<file path="src/logic/rs_gf_pkg.sv">
/*
  GF(2^8) field package
  field constants, element and antilog table types
  general multiply, antilog table builder, bit count
*/

`default_nettype none

package rs_gf_pkg;

  //--------------------------------------------------
  // field constants
  //--------------------------------------------------

  localparam int gf_m      = 8;    // symbol width
  localparam int gf_irrpol = 285;  // x^8 + x^4 + x^3 + x^2 + 1
  localparam int gf_n_max  = 255;  // multiplicative group order

  typedef logic [gf_m-1:0]        gf_data_t;
  typedef gf_data_t [gf_n_max:0]  gf_rom_t;   // alpha^0 .. alpha^255
  typedef logic [2*gf_m-2:0]      gf_prod_t;  // raw carry-less product

  //--------------------------------------------------
  // functions
  //--------------------------------------------------

  // antilog table, index is the power of alpha
  function automatic gf_rom_t gf_alpha_to(input int irrpol);
    gf_rom_t rom;
    int      acc;
    acc = 1;
    for (int i = 0; i <= gf_n_max; i++) begin
      rom[i] = gf_data_t'(acc);
      acc    = acc << 1;
      if (acc >= (1 << gf_m)) begin
        acc = acc ^ irrpol;  // reduce back into the field
      end
    end
    return rom;
  endfunction

  // shift-and-add product, then fold the high bits
  function automatic gf_data_t gf_mult(input gf_data_t a, input gf_data_t b);
    gf_prod_t prod;
    prod = '0;
    for (int i = 0; i < gf_m; i++) begin
      if (b[i]) begin
        prod = prod ^ (gf_prod_t'(a) << i);
      end
    end
    for (int i = 2*gf_m-2; i >= gf_m; i--) begin
      if (prod[i]) begin
        prod = prod ^ (gf_prod_t'(gf_irrpol) << (i - gf_m));
      end
    end
    return prod[gf_m-1:0];
  endfunction

  // ones in one symbol, 0 to gf_m
  function automatic logic [$clog2(gf_m+1)-1:0] gf_bit_count(input gf_data_t v);
    logic [$clog2(gf_m+1)-1:0] cnt;
    cnt = '0;
    for (int i = 0; i < gf_m; i++) begin
      cnt = cnt + v[i];
    end
    return cnt;
  endfunction

endpackage

`default_nettype wire

</file>
<file path="src/logic/rs_chien_pkg.sv">
/*
  RS code level package
  check and error limits, locator and omega polynomials
  frame strobes, statistics and RAM pointer types
*/

`default_nettype none

package rs_chien_pkg;

  localparam int rs_check = 30;           // check symbols
  localparam int rs_errs  = rs_check / 2; // correctable symbols, 15

  // locator, element i is coefficient i (0 to 15)
  typedef rs_gf_pkg::gf_data_t [rs_errs:0]   loc_poly_t;
  // error value, element j holds coefficient j+1 (1 to 15)
  typedef rs_gf_pkg::gf_data_t [rs_errs-1:0] omega_poly_t;

  typedef struct packed {
    logic sop;  // first symbol of the frame
    logic val;  // symbol valid
    logic eop;  // last data symbol, n - rs_check
    logic eof;  // last symbol, n
  } frame_strb_t;

  typedef logic [4:0] err_cnt_t;  // up to 15 symbols, room for n zeros mod 32
  typedef logic [7:0] bit_cnt_t;  // 15 * 8 max

  typedef struct packed {
    logic     decfail;
    err_cnt_t num_err_sym;
    bit_cnt_t num_err_bit;
  } rs_stat_t;

  typedef logic [1:0] ram_ptr_t;  // codeword buffer select

endpackage

`default_nettype wire

</file>
<file path="src/logic/rs_chien_ctrl.sv">
/*
  Chien search control
  search down-counter and strobe acceptance, frame strobe delay line
  codeword RAM address counter and buffer pointer latch
*/

`timescale 1ns/1ps
`default_nettype none

module rs_chien_ctrl #(
  parameter int n = 240  // shortened code length
) (
  input  wire                        iclk,
  input  wire                        ireset,
  input  wire                        loc_val,
  input  wire rs_chien_pkg::ram_ptr_t loc_ptr,
  output logic                       start,
  output logic                       search,
  output rs_gf_pkg::gf_data_t        ram_addr,
  output rs_chien_pkg::ram_ptr_t     ram_ptr,
  output rs_chien_pkg::frame_strb_t  strb_dly
);

  import rs_gf_pkg::*;
  import rs_chien_pkg::*;

  localparam int line_depth = 5;  // strobe lead over the corrected symbol

  gf_data_t    cnt;      // remaining search cycles
  gf_data_t    cnt_nxt;
  frame_strb_t line_in;  // frame view of the next cycle
  frame_strb_t strb_line [line_depth];

  //--------------------------------------------------
  // search counter
  //--------------------------------------------------

  assign search = (cnt != '0);
  assign start  = loc_val & (cnt <= gf_data_t'(1));  // idle or last search cycle

  always_comb begin
    if (start) begin
      cnt_nxt = gf_data_t'(n);
    end else if (search) begin
      cnt_nxt = cnt - 1'b1;
    end else begin
      cnt_nxt = cnt;
    end
  end

  // strobes built one cycle ahead of search, so the line lands at s+5
  always_comb begin
    line_in.sop = start;
    line_in.val = (cnt_nxt != '0);
    line_in.eop = (cnt_nxt == gf_data_t'(rs_check + 1));
    line_in.eof = (cnt_nxt == gf_data_t'(1));
  end

  always_ff @(posedge iclk or posedge ireset) begin
    if (ireset) begin
      cnt       <= '0;
      strb_line <= '{default: '0};
      ram_addr  <= '0;
      ram_ptr   <= '0;
    end else begin
      cnt          <= cnt_nxt;
      strb_line[0] <= line_in;
      for (int i = 1; i < line_depth; i++) begin
        strb_line[i] <= strb_line[i-1];
      end
      // address generator, one symbol per search cycle
      if (start) begin
        ram_addr <= '0;
        ram_ptr  <= loc_ptr;  // buffer of the accepted frame
      end else if (search) begin
        ram_addr <= ram_addr + 1'b1;
      end
    end
  end

  assign strb_dly = strb_line[line_depth-1];

endmodule

`default_nettype wire

</file>
<file path="src/logic/rs_poly_eval.sv">
/*
  stepped polynomial evaluator for the Chien search
  one register per coefficient, all terms and odd terms summed
*/

`timescale 1ns/1ps
`default_nettype none

module rs_poly_eval #(
  parameter int  n         = 240,                          // shortened code length
  parameter int  num_terms = rs_chien_pkg::rs_errs + 1,
  parameter type poly_t    = rs_chien_pkg::loc_poly_t
) (
  input  wire                 iclk,
  input  wire                 start,
  input  wire                 search,
  input  wire poly_t          coef,
  output rs_gf_pkg::gf_data_t sum,
  output rs_gf_pkg::gf_data_t odd_sum
);

  import rs_gf_pkg::*;

  localparam gf_rom_t alpha_rom = gf_alpha_to(gf_irrpol);
  localparam int      skip_pow  = gf_n_max + 1 - n;  // first root is alpha^(256-n)

  gf_data_t term [num_terms];  // coef[i] * x^i at the current root
  gf_data_t sum_nxt;
  gf_data_t odd_nxt;

  //--------------------------------------------------
  // term registers
  //--------------------------------------------------

  always_ff @(posedge iclk) begin
    if (start) begin
      // jump over the roots cut away by shortening
      for (int i = 0; i < num_terms; i++) begin
        term[i] <= gf_mult(coef[i], alpha_rom[(i * skip_pow) % gf_n_max]);
      end
    end else if (search) begin
      for (int i = 0; i < num_terms; i++) begin
        term[i] <= gf_mult(term[i], alpha_rom[i % gf_n_max]);  // next root
      end
    end
  end

  //--------------------------------------------------
  // sums
  //--------------------------------------------------

  always_comb begin
    sum_nxt = '0;
    odd_nxt = '0;
    for (int i = 0; i < num_terms; i++) begin
      sum_nxt = sum_nxt ^ term[i];
      if (i % 2 == 1) begin
        odd_nxt = odd_nxt ^ term[i];  // locator derivative part
      end
    end
  end

  always_ff @(posedge iclk) begin
    if (search) begin
      sum     <= sum_nxt;
      odd_sum <= odd_nxt;
    end
  end

endmodule

`default_nettype wire

</file>
<file path="src/logic/rs_gf_div.sv">
/*
  pipelined GF(2^8) divider, three cycles of latency
  log of divisor, inverse from antilog table, multiply
*/

`timescale 1ns/1ps
`default_nettype none

module rs_gf_div (
  input  wire                      iclk,
  input  wire rs_gf_pkg::gf_data_t dividend,
  input  wire rs_gf_pkg::gf_data_t divisor,
  output rs_gf_pkg::gf_data_t      quotient
);

  import rs_gf_pkg::*;

  // log table from the antilog table, log of zero left at 0
  function automatic gf_rom_t gf_log_of(input gf_rom_t alpha);
    gf_rom_t lg;
    lg = '0;
    for (int i = 0; i < gf_n_max; i++) begin
      lg[alpha[i]] = gf_data_t'(i);
    end
    return lg;
  endfunction

  localparam gf_rom_t alpha_rom = gf_alpha_to(gf_irrpol);
  localparam gf_rom_t log_rom   = gf_log_of(alpha_rom);

  gf_data_t dvd_s1;
  gf_data_t dvd_s2;
  gf_data_t log_s1;   // log of divisor
  logic     zero_s1;  // divide by zero
  gf_data_t inv_s2;   // 1 / divisor

  always_ff @(posedge iclk) begin
    // stage 1
    log_s1  <= log_rom[divisor];
    zero_s1 <= (divisor == '0);
    dvd_s1  <= dividend;
    // stage 2, alpha^(255 - log), index stays in 1..255
    inv_s2  <= zero_s1 ? '0 : alpha_rom[gf_n_max - int'(log_s1)];
    dvd_s2  <= dvd_s1;
    // stage 3
    quotient <= gf_mult(dvd_s2, inv_s2);  // zero divisor gives zero
  end

endmodule

`default_nettype wire

</file>
<file path="src/logic/rs_err_correct.sv">
/*
  error correction and frame statistics
  zero flag and RAM data alignment to the divider, XOR correction
  symbol and bit counters, decode failure decision, output registers
*/

`timescale 1ns/1ps
`default_nettype none

module rs_err_correct (
  input  wire                              iclk,
  input  wire                              ireset,
  input  wire                              start,
  input  wire                              loc_decfail,
  input  wire rs_chien_pkg::loc_poly_t     loc_poly,
  input  wire rs_chien_pkg::frame_strb_t   strb_dly,
  input  wire rs_gf_pkg::gf_data_t         loc_sum,
  input  wire rs_gf_pkg::gf_data_t         err_val,
  input  wire rs_gf_pkg::gf_data_t         ram_data,
  output rs_chien_pkg::frame_strb_t        out_strb,
  output rs_gf_pkg::gf_data_t              out_dat,
  output rs_chien_pkg::rs_stat_t           stat
);

  import rs_gf_pkg::*;
  import rs_chien_pkg::*;

  logic [2:0]                zero_dly;  // locator root flag, matches divider latency
  gf_data_t                  ram_d1;    // RAM data lands at s+3
  gf_data_t                  ram_d2;
  logic                      err_hit;
  gf_data_t                  err_sym;
  logic [$clog2(gf_m+1)-1:0] err_bits;
  err_cnt_t                  sym_cnt;
  bit_cnt_t                  bit_cnt;
  logic [rs_errs:1]          nz_tick;   // locator pattern, latched at start
  logic                      dfail_tick;
  err_cnt_t                  deg_tack;  // degree held for the frame on the output
  logic                      dfail_tack;

  // highest nonzero locator coefficient
  function automatic err_cnt_t loc_deg(input logic [rs_errs:1] nz);
    err_cnt_t d;
    d = '0;
    for (int i = 1; i <= rs_errs; i++) begin
      if (nz[i]) begin
        d = err_cnt_t'(i);
      end
    end
    return d;
  endfunction

  //--------------------------------------------------
  // alignment and correction
  //--------------------------------------------------

  assign err_hit  = zero_dly[2];
  assign err_sym  = err_hit ? err_val : '0;  // Forney value only at a root
  assign err_bits = gf_bit_count(err_sym);

  always_ff @(posedge iclk) begin
    zero_dly <= {zero_dly[1:0], (loc_sum == '0)};
    ram_d1   <= ram_data;
    ram_d2   <= ram_d1;
    out_dat  <= ram_d2 ^ err_sym;
  end

  //--------------------------------------------------
  // statistics
  //--------------------------------------------------

  always_ff @(posedge iclk) begin
    if (start) begin
      for (int i = 1; i <= rs_errs; i++) begin
        nz_tick[i] <= (loc_poly[i] != '0);
      end
      dfail_tick <= loc_decfail;
    end
    // second copy, a back-to-back start overwrites the first one early
    if (strb_dly.sop) begin
      deg_tack   <= loc_deg(nz_tick);
      dfail_tack <= dfail_tick;
    end
    if (strb_dly.val) begin
      sym_cnt <= strb_dly.sop ? err_cnt_t'(err_hit)  : sym_cnt + err_cnt_t'(err_hit);
      bit_cnt <= strb_dly.sop ? bit_cnt_t'(err_bits) : bit_cnt + bit_cnt_t'(err_bits);
    end
    // counters are complete one cycle after the last symbol
    if (out_strb.eof) begin
      stat.decfail     <= (sym_cnt != deg_tack) | dfail_tack;
      stat.num_err_sym <= sym_cnt;
      stat.num_err_bit <= bit_cnt;
    end
  end

  always_ff @(posedge iclk or posedge ireset) begin
    if (ireset) begin
      out_strb <= '0;
    end else begin
      out_strb <= strb_dly;  // in step with out_dat
    end
  end

endmodule

`default_nettype wire

</file>
<file path="src/logic/rs_chien_search.sv">
/*
  RS Chien search and Forney error value stage, top level
  control, locator and omega evaluators, divider, correction
*/

`timescale 1ns/1ps
`default_nettype none

module rs_chien_search #(
  parameter int n = 240  // shortened code length, 31 to 255
) (
  input  wire                              iclk,
  input  wire                              ireset,
  input  wire                              loc_val,
  input  wire rs_chien_pkg::loc_poly_t     loc_poly,
  input  wire rs_chien_pkg::omega_poly_t   omega_poly,
  input  wire                              loc_decfail,
  input  wire rs_chien_pkg::ram_ptr_t      loc_ptr,
  input  wire rs_gf_pkg::gf_data_t         ram_data,
  output rs_gf_pkg::gf_data_t              ram_addr,
  output rs_chien_pkg::ram_ptr_t           ram_ptr,
  output rs_chien_pkg::frame_strb_t        out_strb,
  output rs_gf_pkg::gf_data_t              out_dat,
  output rs_chien_pkg::rs_stat_t           stat
);

  import rs_gf_pkg::*;
  import rs_chien_pkg::*;

  logic        start;
  logic        search;
  frame_strb_t strb_dly;
  gf_data_t    loc_sum;    // locator at the root, s+2 onward
  gf_data_t    loc_odd;    // odd locator terms, divisor
  gf_data_t    omega_sum;  // error value polynomial, dividend
  gf_data_t    err_val;    // quotient, s+5 onward

  rs_chien_ctrl #(.n(n)) u_ctrl (
    .iclk     (iclk),
    .ireset   (ireset),
    .loc_val  (loc_val),
    .loc_ptr  (loc_ptr),
    .start    (start),
    .search   (search),
    .ram_addr (ram_addr),
    .ram_ptr  (ram_ptr),
    .strb_dly (strb_dly)
  );

  rs_poly_eval #(.n(n), .num_terms(rs_errs + 1), .poly_t(loc_poly_t)) u_loc (
    .iclk    (iclk),
    .start   (start),
    .search  (search),
    .coef    (loc_poly),
    .sum     (loc_sum),
    .odd_sum (loc_odd)
  );

  rs_poly_eval #(.n(n), .num_terms(rs_errs), .poly_t(omega_poly_t)) u_omega (
    .iclk    (iclk),
    .start   (start),
    .search  (search),
    .coef    (omega_poly),
    .sum     (omega_sum),
    .odd_sum ()
  );

  rs_gf_div u_div (
    .iclk     (iclk),
    .dividend (omega_sum),
    .divisor  (loc_odd),
    .quotient (err_val)
  );

  rs_err_correct u_corr (
    .iclk        (iclk),
    .ireset      (ireset),
    .start       (start),
    .loc_decfail (loc_decfail),
    .loc_poly    (loc_poly),
    .strb_dly    (strb_dly),
    .loc_sum     (loc_sum),
    .err_val     (err_val),
    .ram_data    (ram_data),
    .out_strb    (out_strb),
    .out_dat     (out_dat),
    .stat        (stat)
  );

endmodule

`default_nettype wire

</file>
<file path="config.mk">
export PLATFORM = sky130hd
export DESIGN_NAME = rs_chien_search
export DESIGN_NICKNAME = d
export VERILOG_FILES = /design/src/logic/rs_gf_pkg.sv /design/src/logic/rs_chien_pkg.sv /design/src/logic/rs_chien_ctrl.sv /design/src/logic/rs_poly_eval.sv /design/src/logic/rs_gf_div.sv /design/src/logic/rs_err_correct.sv /design/src/logic/rs_chien_search.sv
export SDC_FILE = /design/constraint.sdc
export NUM_CORES = 2
export LEC_CHECK = 0
export BUFFER_PORTS_ARGS = -buffer_cell sky130_fd_sc_hd__buf_4
export CORE_MARGIN = 2
export CORE_UTILIZATION = 62
export DETAILED_ROUTE_END_ITERATION = 7
export PLACE_DENSITY = 0.83
export SLEW_MARGIN = 0
export SYNTH_ARGS = -nofsm -noshare
export SYNTH_HDL_FRONTEND = slang
export SYNTH_SLANG_ARGS = --single-unit
</file>
<file path="constraint.sdc">
create_clock -name iclk -period 8.5 [get_ports iclk]
set_input_delay 1.275 -clock iclk [delete_from_list [all_inputs] [get_ports iclk]]
set_output_delay 1.275 -clock iclk [all_outputs]
set_load 0.005 [all_outputs]
</file>
==> run_results.csv <==
group,metric,value,unit
clocking,clock-sinks,430,
min_path,min_path_cells,0,
floorplan,start_util,0.6298,
worst_setup_path,cpMostUsedCell,"fa_1",
synthesis,yosys_warnings,0,
grt,grt_pass1_wl,152300,microns
clocking,cts_root_buffer,"clkbuf_16",
placed_design,port_buffers,297,
timing,finalSetupViolations,0,
clocking,numCtsBuffers,47,
clocking,cts_tree,"built",
placed_design,dpl_cell_area,35760,sq um
worst_setup_path,required,8.82,ns
detailed_routing,detail-route-antenna-nets,0,
clocking,post_cts_buffers,0,
worst_setup_path,cpPeakStageDelay,0.55,ns
timing,max_freq,224.5,MHz
floorplan,ios,298,
worst_setup_path,reg2reg_from,"u_corr.zero_dly[2]",
placed_design,place.gp.congestion,1.019,
grt,grt_max_degree,118,
worst_setup_path,crit_fanout,10,
detailed_routing,vias,27540,
timing,period_needed,4.454,ns
synthesis,synth_cell_types,88,
synthesis,syn_area_per_cell,9.432,sq um
synthesis,ys_seq_area_frac,0.3611,
power,p_per_area,325.4,nW/um^2
final_layout,finalInstanceArea,37340,sq um
worst_setup_path,crit_slowest_cell,"fa_1",
timing,final_max_slew_viol_count,0,
final_layout,areaGrowthSynthToFinish,12.14,%
timing,layout_setup_ws,4.046,ns
synthesis,syn_inst,3530,
worst_setup_path,path_cells,"and2_1 > ha_1 > inv_1 > fa_1 > fa_1 > inv_1 > fa_1 > inv_1 > fa_1 > fa_1 > nor2b_1 > o21ai_0 > nand2b_1 > nand3_1 > xor2_1 > nor2_1",
detailed_routing,route.detailed.drc,7,
grt,grt_usage,0.3475,
worst_setup_path,crit_type,"reg2reg",
power,peakVddDrop,0.2568,mV
placed_design,dp_hpwl,70500,microns
synthesis,yosys_most_used_dff,"edfxtp_1",
worst_setup_path,cp_top_family,"adder cells",
placed_design,dp_cells,4318,
final_layout,final_cells,4406,
synthesis,yosys.area.top_type,"edfxtp_1",
worst_setup_path,crit_path_start_kind,"flip-flop",
timing,post-route-period-util,0.5240,
synthesis,synth-seq-cells,430,
timing,rsz0062_at_grt,"no",
synthesis,yosysTopAreaCellShare,0.2886,
floorplan,die_x,235.7,microns
detailed_routing,routed_via_density,6.250,
placed_design,dp_slack,3.944,ns
detailed_routing,drtPass1Iterations,8,
grt,grt_pass1_vias,26420,
detailed_routing,wire_per_inst,22.38,microns
timing,fin_skew,0.01696,ns
run,drv_cap,0,
clocking,clkLatencyLatePin,0.61,ns
synthesis,syn_nets,3877,
min_path,hold_start,"u_corr.ram_d1[1]",
timing,hold_viol_final,0,
min_path,hold_end,"u_corr.ram_d2[1]",
worst_setup_path,cp.arrival,4.77,ns
floorplan,die_area,55570,sq um
worst_setup_path,r2r_slack,4.05,ns
detailed_routing,drtIter0Drc,4087,
final_layout,drive_gt1_frac,0.1189,
worst_setup_path,r2r_cells,16,
status,run_status,"finished with violations",
synthesis,syn_area,33300,sq um
timing,relSlewSlack,0.2685,
clocking,clkTransAtPathRegs,0.06,ns
clocking,cts_max_level,2,
timing,fin_setup_tns,0,ns
clocking,cts_resized,0,
worst_setup_path,cp.buffers_inverters,3,
status,violations,"design-rule violations",
timing,tightest_slew,1.097,ns
grt,overflow,0,
floorplan,coreArea,52870,sq um
worst_setup_path,endpoint_kind,"flip-flop",
floorplan,rows,84,
min_path,min_path_type,"reg2reg",
synthesis,yosys-top-cells-area,"edfxtp_1, xnor2_1, xor2_1",
floorplan,dieHeight,235.7,microns
clocking,clockBufferDepth,3,
clocking,ctsHoldBuffers,0,
synthesis,synthArstFlopShare,0.09767,
detailed_routing,wl,98610,microns
worst_setup_path,rr_endpoint,"u_corr.bit_cnt[6]",
final_layout,final_nets,4026,
power,p_leak,14.32,nW
synthesis,synth_edf_count,320,
grt,antenna_found_initial,7,
==> cell type report <==
class | count | area [sq um]
tap | 688 | 860.8
inverter | 106 | 400.4
multi-input combinational | 2770 | 20040
clock inverter | 28 | 314.1
fill | 3913 | 15530
sequential | 430 | 12030
clock buffer | 58 | 1259
timing repair buffer | 324 | 2432
antenna | 2 | 5.005
==> state kept, by name, summed over array words and instances, names as in the netlist, 4 cells and up <==
signal and flops:
u_ctrl.strb_dly 4, u_loc.sum 8, u_div.log_s1 8, u_div.dvd_s2 8
u_corr.out_dat 8, u_corr.deg_tack 4, u_div.quotient 8, u_div.inv_s2 8
u_corr.ram_d1 8, u_corr.bit_cnt 8, u_omega.term 120, u_div.dvd_s1 8
u_corr.nz_tick 15, u_corr.sym_cnt 5, u_corr.ram_d2 8, u_loc.odd_sum 8
u_ctrl.cnt 8, u_corr.stat 14, u_ctrl.ram_addr 8, u_ctrl.strb_line 16
u_omega.sum 8, u_corr.out_strb 4, u_loc.term 128
==> worst register-to-register path: stages, from the launching register on <==
cell	delay (ns)
dfxtp_1	0.39
and2_1	0.22
ha_1	0.28
inv_1	0.05
fa_1	0.51
fa_1	0.55
inv_1	0.06
fa_1	0.43
inv_1	0.08
fa_1	0.47
fa_1	0.49
nor2b_1	0.12
o21ai_0	0.09
nand2b_1	0.13
nand3_1	0.10
xor2_1	0.16
nor2_1	0.05
==> how the worst max path moves through the flow <==
stage	start	end	slack [ns]	cells after the start
floorplan	loc_val	u_loc.term[0][10]	1.06	5
global placement	loc_val	u_omega.term[0][80]	3.98	5
CTS	u_corr.zero_dly[2]	u_corr.bit_cnt[6]	4.06	16
detailed placement	loc_val	u_omega.term[0][83]	3.94	5
global route	u_corr.zero_dly[2]	u_corr.bit_cnt[6]	3.83	16
finish	u_corr.zero_dly[2]	u_corr.bit_cnt[6]	4.05	16
==> routing by layer <==
metal	track usage	share of wire	vias up
met2	0.5378	0.45	1685
met3	0.07950	0.11	289
met5	0	0.00093	-
li1	-	-	12500
met4	0.1434	0.044	12
met1	0.4714	0.40	13050
==> through the flow <==
stage / util / total power, mW / hold slack, ns
2_1_floorplan: - / 8.161 / 0.3096
3_3_place_gp: 0.6764 / 9.762 / 0.3100
3_5_place_dp: 0.6764 / 9.814 / 0.3121
4_1_cts: 0.7062 / 11.94 / 0.3259
5_1_grt: 0.7062 / 12.79 / 0.3293
6_report: 0.7063 / 12.15 / 0.3251
==> synthesized netlist by cell type, types with 18 or more instances <==
cell / n
nor2_1: 179
nand2b_1: 34
nor2b_1: 25
clkbuf_1: 182
o22ai_1: 86
xor2_1: 322
o211ai_1: 24
nand2_1: 274
edfxtp_1: 320
a21oi_1: 170
o21ai_0: 194
xnor2_1: 862
o21ai_1: 33
a211oi_1: 38
buf_1: 24
nor3_1: 59
a31oi_1: 40
ha_1: 80
mux4_2: 18
dfrtp_1: 42
dfxtp_1: 68
inv_1: 96
nor4_1: 18
nand3_1: 55
a311oi_1: 21
==> cells in the final DEF, fill, tap and decap left out, types with 80 or more instances in the layout <==
| master | count |
|---|---|
| inv_1 | 95 |
| xor2_1 | 322 |
| edfxtp_1 | 320 |
| o22ai_1 | 86 |
| buf_4 | 324 |
| nor2_1 | 179 |
| ha_1 | 80 |
| a21oi_1 | 170 |
| o21ai_0 | 194 |
| nand2_1 | 273 |
| xnor2_1 | 862 |
==> logic make-up (layout without fill, tap and decap cells) <==
kind of cell	after synthesis	after routing	share of synthesized area
xor gates and xnor gates	1186	1186	0.3128
AOI/OAI and AO/OA	735	735	0.1375
and+or+nand+nor	728	728	0.09970
DFF	430	430	0.3611
buffers and inverters	330	516	0.03807
adders and majority gates	85	85	0.03307
muxes	36	36	0.01781
other	0	2	0
==> power by group <==
group          leakage, nW  total (mW)  internal [mW]  switching [mW]
clock                0.764        2.11           1.21           0.900
combinational         8.91        6.99           2.85            4.14
sequential            4.65        3.05           2.66           0.387
(Power assumes the default switching activity.)
